<file path="src/logic/palette_pkg.sv">
//////////////////////////////
// palette lookup shared types
// widths, lane structs and the
// AXI4-Lite register map
//////////////////////////////

package palette_pkg;

    localparam int IDX_W     = 8;     // colour index width
    localparam int COLOR_W   = 16;    // palette entry, 12-bit rgb in low bits
    localparam int PAL_DEPTH = 256;
    localparam int AXIL_AW   = 12;
    localparam int AXIL_DW   = 32;

    localparam logic [AXIL_AW-1:0] CTRL_ADDR = 12'h000;
    localparam logic [AXIL_AW-1:0] PAL_BASE  = 12'h400;   // window up to 0x7fc

    localparam logic [1:0] RESP_OKAY   = 2'b00;
    localparam logic [1:0] RESP_SLVERR = 2'b10;

    // one palette write, broadcast to every lane
    typedef struct packed {
        logic               en;
        logic [IDX_W-1:0]   addr;
        logic [COLOR_W-1:0] data;
    } pal_wr_t;

    typedef struct packed {
        logic             valid;
        logic [IDX_W-1:0] idx;
    } lane_idx_t;

    typedef struct packed {
        logic               valid;
        logic [COLOR_W-1:0] color;
    } lane_color_t;

    // decoded target of an AXI access
    typedef enum logic [1:0] {
        REG_CTRL,
        REG_PALETTE,
        REG_NONE
    } reg_sel_e;

endpackage

</file>
<file path="src/logic/color_pack.sv">
//////////////////////////////
// colour pack
// output register for the lane
// colours, blanking and the
// pipeline advance
//////////////////////////////

module color_pack #(
    parameter int LANES = 4
) (
    input  logic                                  clk,
    input  logic                                  rst_n_i,
    input  palette_pkg::lane_color_t              lane_i [LANES],
    input  logic                                  blank_i,
    output logic                                  advance_o,
    output logic                                  out_valid_o,
    input  logic                                  out_ready_i,
    output logic [LANES*palette_pkg::COLOR_W-1:0] out_color_o
);
    import palette_pkg::*;

    logic                     all_valid;
    logic                     out_valid_q;
    logic [LANES*COLOR_W-1:0] color_q;

    // lanes move in lockstep, so this is a full beat
    always_comb begin
        all_valid = 1'b1;
        for (int l = 0; l < LANES; l++) begin
            all_valid = all_valid & lane_i[l].valid;
        end
    end

    // empty or being drained
    assign advance_o = !out_valid_q || out_ready_i;

    always_ff @(posedge clk or negedge rst_n_i) begin
        if (!rst_n_i) begin
            out_valid_q <= 1'b0;
        end else if (advance_o) begin
            out_valid_q <= all_valid;
        end
    end

    always_ff @(posedge clk) begin
        if (advance_o) begin
            for (int l = 0; l < LANES; l++) begin
                // blank sampled as the beat is registered
                color_q[l*COLOR_W +: COLOR_W] <= blank_i ? '0 : lane_i[l].color;
            end
        end
    end

    assign out_valid_o = out_valid_q;
    assign out_color_o = color_q;

endmodule

</file>
<file path="config.mk">
export PLATFORM = sky130hd
export DESIGN_NAME = color_pack
export DESIGN_NICKNAME = d
export VERILOG_FILES = /design/src/logic/palette_pkg.sv /design/src/logic/color_pack.sv
export SDC_FILE = /design/constraint.sdc
export NUM_CORES = 1
export LEC_CHECK = 0
export BUFFER_PORTS_ARGS = -buffer_cell sky130_fd_sc_hd__buf_2
export CAP_MARGIN = 30
export CORE_ASPECT_RATIO = 0.8
export CORE_MARGIN = 2
export CORE_UTILIZATION = 40
export CTS_CLUSTER_SIZE = 25
export DETAILED_ROUTE_END_ITERATION = 12
export PLACE_DENSITY = 0.81
export SYNTH_ARGS = -nofsm -noshare
export SYNTH_HDL_FRONTEND = slang
export SYNTH_SLANG_ARGS = --single-unit
</file>
<file path="constraint.sdc">
create_clock -name clk -period 5.1 [get_ports clk]
set_clock_uncertainty 0.15 [all_clocks]
set_input_delay 1.02 -clock clk [delete_from_list [all_inputs] [get_ports clk]]
set_output_delay 1.02 -clock clk [all_outputs]
set_load 0.01 [all_outputs]
</file>
==> results.py <==
metrics = {
    "run": {
        "drv_cap": 0,
    },
    "sta": {
        "setup-violations-final": 0,
        "slew_violations": 0,
        "rsz0062_at_grt": "no",
        "timing.fmax_mhz": 392,
        "slew-limit-headroom_pct": 37.5,
        "fin_crit_sh_pct": 50.0,
        "tns_ns": 0,
        "final_worst_path_period_need_ns": 2.55,
        "final-hold-violation-count": 0,
        "tightestPinTransition_ns": 0.938,
    },
    "clock_network": {
        "cts.clk_slew.worst_paths_ns": 0.07,
        "cts-hold-fix-buffers": 0,
        "clock-root-buffer": "clkbuf_8",
        "insertion_delay_ns": 0.32,
        "cts-buffers-inserted": 9,
        "cts_sinks": 65,
        "ctsResizeCount": 0,
        "cts_setup_buffers": 0,
        "cts-root-to-sink-buffers": 2,
        "cts_tree": "built",
        "cts-htree-levels": 3,
    },
    "place": {
        "port_buffers": 137,
        "post_detailed_placement_half_perimeter_wirelength_um": 3370,
        "gp_congestion": 0.664,
    },
    "die": {
        "standard_cell_row_count": 26,
        "chipHeight_um": 76.1,
        "ioPinCount": 138,
        "die_area_sq_um": 7170,
        "initial_core_utilization_pct": 41.0,
        "core_region_area_sq_um": 6340,
        "die_w_um": 94.1,
    },
    "setup_path": {
        "reg2reg_depth": 2,
        "path_max_fanout": 2,
        "crit_slowest_cell": "nand2b_4",
        "r2r_slack_ns": 3.42,
        "worstPathCellList": "buf_2, nand2b_4, buf_2",
        "setup.worst_path.start": "out_ready_i",
        "worst_setup_path_end_kind": "output port",
        "worst_r2r_endpoint": "out_color_o[45]",
        "cp_data_arrival_time_ns": 1.38,
        "worstSetupPathType": "in -> out",
        "start_kind": "primary input",
        "crit-reg2reg-launch": "out_valid_o",
        "cp_slowest_stage_delay_ns": 0.13,
        "cp-endpoint": "advance_o",
        "timing.critical_path.required_ns": 3.93,
        "cell_repeated_most_along_the_worst_path": "buf_2",
    },
    "power_and_ir_drop": {
        "vdd_drop_max_uv": 213,
        "power_density_nw_per_um2": 334,
        "power.leakage_nw": 1.64,
    },
    "routing": {
        "routedWlPerCell_um": 12.8,
        "routed_wl_um": 4730,
        "first_iteration_detailed_routing_drc_count": 70,
        "route.vias.total": 1589,
        "detail_route.drc_violations": 0,
        "final_antenna_net_count": 0,
        "first_pass_iters": 4,
        "drt-vias-per-instance": 4.29,
    },
    "finish": {
        "n_fill_cell": 555,
        "drive_above_1_share_pct": 74.5,
        "layout-area-overhead-vs-synth_pct": 35.0,
        "final_core_util_pct": 55.3,
        "nNetsFinal": 353,
        "antenna_cells": 0,
    },
    "yosys": {
        "syn_area_per_cell_sq_um": 18.7,
        "netlist-cell-type-count": 9,
        "synthesis.nets": 211,
        "post_synth_main_area_contributors": "edfxtp_1 (74%), nor2b_2 (20%), buf_6 (2.2%)",
        "yosysWarnings": 0,
        "syn-instance-count": 139,
        "mappedNetlistArea_sq_um": 2600,
        "synth.top_cell.area_share_pct": 73.9,
        "postSynthRegisterBits": 65,
        "yosysTopAreaCell": "edfxtp_1",
        "yosysSeqAreaShare_pct": 74.9,
    },
    "global_route": {
        "grt.total_usage_pct": 13.7,
        "number_of_global_route_vias_before_repair": 1635,
        "grt_remaining_overflow": 0,
        "first_pass_grt_wire_length_um": 7370,
        "initial_antenna_violation_count": 0,
        "grt_start_max_net_pins": 66,
    },
    "outcome": {
        "run_status": "complete, no violations",
    },
    "min_path": {
        "worstHoldPathType": "in -> async",
    },
}
[cell families (layout without fill, tap and decap cells)]
logic type / count (synthesis) / count (layout) / share of synthesized area, %
buffers and inverters: 7 / 154 / 3.32
DFF: 65 / 65 / 74.9
and+or+nand+nor: 67 / 67 / 21.8
[per-layer routing]
layer  up-vias  global-route usage [%]  part of all wire, %
met2        93                    23.0                   51
met3         2                    7.42                   12
met4         0                    5.22                 0.46
met5         -                       0                    0
li1        763                       -                    -
met1       731                    14.3                   37
[power breakdown]
part | internal (W) | switching (W) | leakage, nW | total (W)
logic | 0.0000645 | 0.0000631 | 0.809 | 0.000128
clock network | 0.000225 | 0.000180 | 0.0933 | 0.000405
registers | 0.000629 | 0.00000943 | 0.742 | 0.000638
total | 0.000918 | 0.000252 | 1.64 | 0.00117
[cell type report]
class                   instances  area (sq um)  share of cell area [%]
flip-flops and latches         65          1950                    55.5
repair buffers                138           696                    19.8
multi-input cells              67           574                    16.4
clock buffers                  11           131                    3.74
well taps                      84           105                    2.99
clock inverters                 5          56.3                    1.60
[sequential cells by signal, summed over array words and instances, names as in the netlist]
| register | flops |
|---|---|
| out_valid_o | 1 |
| out_color_o | 64 |
[worst min-delay path by stage]
stage / startpoint / end / slack [ns] / cells after the start
finish: rst_n_i / out_valid_o / 0.31 / 1
global placement: rst_n_i / out_valid_o / 0.65 / 1
floorplan: rst_n_i / out_valid_o / 0.57 / 0
CTS: rst_n_i / out_valid_o / 0.28 / 1
detailed placement: rst_n_i / out_valid_o / 0.65 / 1
global route: rst_n_i / out_valid_o / 0.28 / 1
[worst max-delay path, delay by kind of cell]
kind,cells,cell delay (ns)
and+or+nand+nor,1,0.13
buffers and inverters,2,0.22
[cell usage after synthesis (all sizes together)]
master / count
buf: 7
dfrtp: 1
edfxtp: 64
nand2: 1
nand2b: 1
nand4: 1
nor2b: 64
[cell usage in the layout, fill, tap and decap left out]
cell type	count
buf_2	136
edfxtp_1	64
nor2b_2	60
clkbuf_8	9
nor2b_1	4
clkinv_2	2
clkbuf_1	2
buf_4	2
nand2b_4	1
nand4_1	1
nand2_1	1
clkinvlp_4	1
clkinv_4	1
bufinv_16	1
dfrtp_1	1
[stage by stage]
stage               cells  cell area (sq um)  hold WS [ns]  power [W]  worst slack, ns
floorplan             139               2600         0.574   0.000718             1.25
global placement      354               3320         0.650   0.000776             2.55
detailed placement    354               3320         0.650   0.000780             2.55
CTS                   370               3510         0.282    0.00119             2.55
global route          370               3510         0.280    0.00123             2.53
finish                370               3510         0.308    0.00117             2.55
(Power assumes the default switching activity.)
