===== src/logic/palette_pkg.sv =====
//////////////////////////////
// palette lookup shared types
// widths, lane structs and the
// AXI4-Lite register map
//////////////////////////////

package palette_pkg;

    localparam int IDX_W     = 8;     // colour index width
    localparam int COLOR_W   = 16;    // palette entry, 12-bit rgb in low bits
    localparam int PAL_DEPTH = 256;
    localparam int AXIL_AW   = 12;
    localparam int AXIL_DW   = 32;

    localparam logic [AXIL_AW-1:0] CTRL_ADDR = 12'h000;
    localparam logic [AXIL_AW-1:0] PAL_BASE  = 12'h400;   // window up to 0x7fc

    localparam logic [1:0] RESP_OKAY   = 2'b00;
    localparam logic [1:0] RESP_SLVERR = 2'b10;

    // one palette write, broadcast to every lane
    typedef struct packed {
        logic               en;
        logic [IDX_W-1:0]   addr;
        logic [COLOR_W-1:0] data;
    } pal_wr_t;

    typedef struct packed {
        logic             valid;
        logic [IDX_W-1:0] idx;
    } lane_idx_t;

    typedef struct packed {
        logic               valid;
        logic [COLOR_W-1:0] color;
    } lane_color_t;

    // decoded target of an AXI access
    typedef enum logic [1:0] {
        REG_CTRL,
        REG_PALETTE,
        REG_NONE
    } reg_sel_e;

endpackage


===== src/logic/palette_regs_axil.sv =====
//////////////////////////////
// palette register slave
// AXI4-Lite access to the ctrl
// register and palette writes,
// broadcast to all lanes
//////////////////////////////

module palette_regs_axil (
    input  logic                            clk,
    input  logic                            rst_n_i,
    input  logic [palette_pkg::AXIL_AW-1:0] s_awaddr_i,
    input  logic                            s_awvalid_i,
    output logic                            s_awready_o,
    input  logic [palette_pkg::AXIL_DW-1:0] s_wdata_i,
    input  logic [3:0]                      s_wstrb_i,
    input  logic                            s_wvalid_i,
    output logic                            s_wready_o,
    output logic [1:0]                      s_bresp_o,
    output logic                            s_bvalid_o,
    input  logic                            s_bready_i,
    input  logic [palette_pkg::AXIL_AW-1:0] s_araddr_i,
    input  logic                            s_arvalid_i,
    output logic                            s_arready_o,
    output logic [palette_pkg::AXIL_DW-1:0] s_rdata_o,
    output logic [1:0]                      s_rresp_o,
    output logic                            s_rvalid_o,
    input  logic                            s_rready_i,
    output palette_pkg::pal_wr_t            pal_wr_o,
    output logic                            blank_o
);
    import palette_pkg::*;

    logic               wr_accept;
    logic               rd_accept;
    logic               strb_full;
    reg_sel_e           wr_sel;
    reg_sel_e           rd_sel;
    logic               bvalid_q;
    logic               rvalid_q;
    logic               blank_q;
    logic               wr_en_q;
    logic [IDX_W-1:0]   wr_addr_q;
    logic [COLOR_W-1:0] wr_data_q;
    logic [1:0]         bresp_q;
    logic [1:0]         rresp_q;
    logic [AXIL_DW-1:0] rdata_q;

    function automatic reg_sel_e decode(input logic [AXIL_AW-1:0] addr);
        reg_sel_e sel;
        if (addr[AXIL_AW-1:2] == CTRL_ADDR[AXIL_AW-1:2]) begin
            sel = REG_CTRL;
        end else if (addr[AXIL_AW-1:10] == PAL_BASE[AXIL_AW-1:10]) begin
            sel = REG_PALETTE;
        end else begin
            sel = REG_NONE;
        end
        return sel;
    endfunction

    assign wr_sel    = decode(s_awaddr_i);
    assign rd_sel    = decode(s_araddr_i);
    assign strb_full = (s_wstrb_i[1:0] == 2'b11);    // 16-bit entry needs both bytes

    // aw and w taken together, one response outstanding
    assign wr_accept   = s_awvalid_i && s_wvalid_i && !bvalid_q;
    assign s_awready_o = wr_accept;
    assign s_wready_o  = wr_accept;
    assign rd_accept   = s_arvalid_i && !rvalid_q;
    assign s_arready_o = !rvalid_q;

    always_ff @(posedge clk or negedge rst_n_i) begin
        if (!rst_n_i) begin
            bvalid_q <= 1'b0;
            rvalid_q <= 1'b0;
            blank_q  <= 1'b0;
            wr_en_q  <= 1'b0;
        end else begin
            wr_en_q <= wr_accept && (wr_sel == REG_PALETTE) && strb_full;    // one-cycle pulse
            if (wr_accept) begin
                bvalid_q <= 1'b1;
            end else if (s_bready_i) begin
                bvalid_q <= 1'b0;
            end
            if (rd_accept) begin
                rvalid_q <= 1'b1;
            end else if (s_rready_i) begin
                rvalid_q <= 1'b0;
            end
            if (wr_accept && (wr_sel == REG_CTRL) && s_wstrb_i[0]) begin
                blank_q <= s_wdata_i[0];
            end
        end
    end

    always_ff @(posedge clk) begin
        if (wr_accept) begin
            wr_addr_q <= s_awaddr_i[IDX_W+1:2];    // entry above word offset
            wr_data_q <= s_wdata_i[COLOR_W-1:0];
            bresp_q   <= (wr_sel == REG_PALETTE && !strb_full) ? RESP_SLVERR : RESP_OKAY;
        end
        if (rd_accept) begin
            case (rd_sel)
                REG_CTRL: begin
                    rdata_q <= {{(AXIL_DW-1){1'b0}}, blank_q};
                    rresp_q <= RESP_OKAY;
                end
                REG_PALETTE: begin
                    rdata_q <= '0;             // lane read ports belong to pixel path
                    rresp_q <= RESP_SLVERR;
                end
                default: begin
                    rdata_q <= '0;
                    rresp_q <= RESP_OKAY;
                end
            endcase
        end
    end

    assign s_bvalid_o = bvalid_q;
    assign s_bresp_o  = bresp_q;
    assign s_rvalid_o = rvalid_q;
    assign s_rresp_o  = rresp_q;
    assign s_rdata_o  = rdata_q;
    assign blank_o    = blank_q;
    assign pal_wr_o   = '{en: wr_en_q, addr: wr_addr_q, data: wr_data_q};

endmodule


===== config.mk =====
export PLATFORM = sky130hd
export DESIGN_NAME = palette_regs_axil
export DESIGN_NICKNAME = d
export VERILOG_FILES = /design/src/logic/palette_pkg.sv /design/src/logic/palette_regs_axil.sv
export SDC_FILE = /design/constraint.sdc
export NUM_CORES = 1
export LEC_CHECK = 0
export BUFFER_PORTS_ARGS = -buffer_cell sky130_fd_sc_hd__buf_2
export CAP_MARGIN = 40
export CORE_ASPECT_RATIO = 1.2
export CORE_MARGIN = 3
export CORE_UTILIZATION = 38
export DETAILED_ROUTE_END_ITERATION = 7
export PLACE_DENSITY_LB_ADDON = 0.12
export SKIP_LAST_GASP = 1
export SLEW_MARGIN = 20
export SYNTH_ARGS = -nofsm -noshare
export SYNTH_HDL_FRONTEND = slang
export SYNTH_SLANG_ARGS = --single-unit

===== constraint.sdc =====
create_clock -name clk -period 5 [get_ports clk]
set_input_delay 0.75 -clock clk [delete_from_list [all_inputs] [get_ports clk]]
set_output_delay 0.75 -clock clk [all_outputs]
set_load 0.005 [all_outputs]

==> results.ini <==
[clock_network]
clock-sinks = 31
post_cts_buffers = 0
htreeDepth = 2
hold_buffers = 0
cts_buffers = 5
cts_resized = 0
clock_latency_ps = 310
cts-root-buf = clkbuf_4
clk_pin_slew_ps = 90
tritoncts = yes
cts_buffer_depth = 2

[power]
p_leak_nw = 0.806
ir_drop_mv = 0.199
power_uw = 485
power.density_nw_per_um2 = 290

[route]
firstDrtPassIters = 2
vias = 851
final_antenna_net_count = 0
first_iter_violations = 4
avgRoutedWirePerCell_um = 11.8
drc = 0
vias_per_cell = 4.09
routed_wl_mm = 2.46

[global_routing]
antenna_found_initial = 0
grt_use_total_pct = 11.8
grt_pass1_wl_mm = 3.73
grt.overflow.total = 0
grt_max_degree = 16
grt_pass1_vias = 840

[floorplan]
std_cell_rows = 22
die_h_um = 70.4
die_x_um = 59.7
start_util_pct = 41.1
ios = 134
core_area_um2 = 3190
die_area_um2 = 4200

[sta]
final_max_slew_viol_count = 0
final.period_utilization_pct = 49.4
finalClockSkew_ps = 9.78
finalCriticalPeriod_ps = 2470
setup_viol = 0
hold_violations = 0
fmax_mhz = 405
rsz0062_at_grt = no
tightest_slew_ps = 547
hold_slack_ps = 222
setup-tns-final_ps = 0
relSlewSlack_pct = 63.5

[finish]
nFillCells = 295
utilization_pct = 52.4
syn2layout_area_growth_pct = 27.2
antennaDiodeCount = 0
finalNonFillerCells = 208
drive_above_1_share_pct = 50.6
nNetsFinal = 238

[yosys]
syn-cell-area_um2 = 1310
netlist_instances = 88
synthDistinctLibCells = 19
syn_avg_cell_area_um2 = 14.9
seq_area_frac_synth_pct = 69.3
ys_ff_latch = 31
yosys_warnings = 0

[place]
numPortBuffers = 78
place_congestion = 0.680
dp_hpwl_mm = 2.08
numPlacedInstances = 200

[worst_setup_path]
cp_slowest_cell = inv_1
crit_type = in -> out
critical-path-max-stage-delay_ps = 430
path_delay_family = buffers and inverters
worstPathCellList = buf_2, nand3_1, inv_1, buf_8, buf_2
endpoint_kind = output pin
cp-start-kind = primary input
cp_num_buf_inv = 4
worstPathArrival_ps = 1720
crit_path_max_fanout = 15
required_ps = 4250
path_common_cell = buf_2
r2r_slack_ps = 3360

[run_status]
outcome = completed

[worst_hold_path]
hold_class = in -> async

[run]
drv_cap = 0

[area by class of cell]
cell class,count,area [µm²],share of cell area (%)
inverter,3,11.3,0.674
timing repair buffer,79,405,24.3
tap,36,45.0,2.69
clock inverter,1,5.00,0.299
sequential,31,911,54.5
multi-input combinational,51,249,14.9
clock buffer,7,45.0,2.69
[cell usage after synthesis, drive strengths merged]
master | n | area, µm²
mux2 | 1 | 11.3
nor2b | 2 | 12.5
o21bai | 1 | 7.51
nand4 | 1 | 6.26
edfxtp | 27 | 811
conb | 1 | 3.75
nor3b | 1 | 7.51
nand2b | 1 | 6.26
nor4b | 1 | 8.76
nand3 | 1 | 5.00
a21oi | 1 | 5.00
nor3 | 1 | 5.00
o21ai | 1 | 5.00
nor4 | 4 | 37.5
inv | 3 | 11.3
dfrtp | 4 | 100
buf | 35 | 263
nand2 | 2 | 7.51
[per-layer routing]
metal / GRT usage [%] / share of wire, % / up-vias
li1: - / - / 409
met1: 13.2 / 34 / 375
met2: 19.4 / 51 / 65
met3: 5.36 / 15 / 2
met4: 3.69 / 0.37 / 0
met5: 0 / 0 / -
[worst paths after layout]
path	endpoint	cells after the start	from
hold reg to reg	blank_o$_DFFE_PN0P_	1	blank_o$_DFFE_PN0P_
min in group clk	blank_o$_DFFE_PN0P_	1	blank_o$_DFFE_PN0P_
setup / recovery	s_wready_o	5	s_awvalid_i
hold / removal	s_bvalid_o$_DFFE_PN0P_	1	rst_n_i
setup reg to reg	blank_o$_DFFE_PN0P_	5	s_bvalid_o$_DFFE_PN0P_
max in group asynchronous	blank_o$_DFFE_PN0P_	1	rst_n_i
[placed cells by master, fill, tap and decap left out]
cell type,n
buf_2,78
conb_1,33
edfxtp_1,27
clkbuf_4,5
dfrtp_1,4
inv_1,3
nand2_1,2
nor2b_1,2
nor4_2,2
nor4_1,2
clkbuf_1,2
nand3_1,1
nand2b_1,1
nor3_1,1
a21oi_1,1
o21ai_0,1
o21bai_1,1
nor3b_1,1
nand4_1,1
mux2_1,1
nor4b_1,1
clkinv_2,1
buf_8,1
[cells by family after synthesis]
group | synth area share (%)
other | 0.285
and+or+nand+nor | 7.33
buffers and inverters | 20.9
muxes | 0.857
AOI/OAI and AO/OA | 1.33
DFF | 69.3
[per-stage QoR]
stage                     instance area [µm²]  setup WS, ps
final                                    1670          2530
after global routing                     1670          2350
after CTS                                1670          2480
after detailed placement                 1620          2490
after global placement                   1610          2300
after floorplan                          1430          2610
[report_power, final]
| part | switching [mW] | total [mW] | leakage (nW) | internal [mW] |
|---|---|---|---|---|
| clock network | 0.0776 | 0.132 | 0.0293 | 0.0548 |
| logic | 0.0288 | 0.0539 | 0.473 | 0.0251 |
| registers | 0.00303 | 0.299 | 0.304 | 0.296 |
[state kept, by name, indices dropped and copies added (netlist names)]
name        cells
s_bresp_o       1
blank_o         1
s_rdata_o       1
s_bvalid_o      1
wr_en_q         1
wr_addr_q       8
wr_data_q      16
s_rresp_o       1
s_rvalid_o      1
No activity file was read; power rests on OpenSTA's default activity.
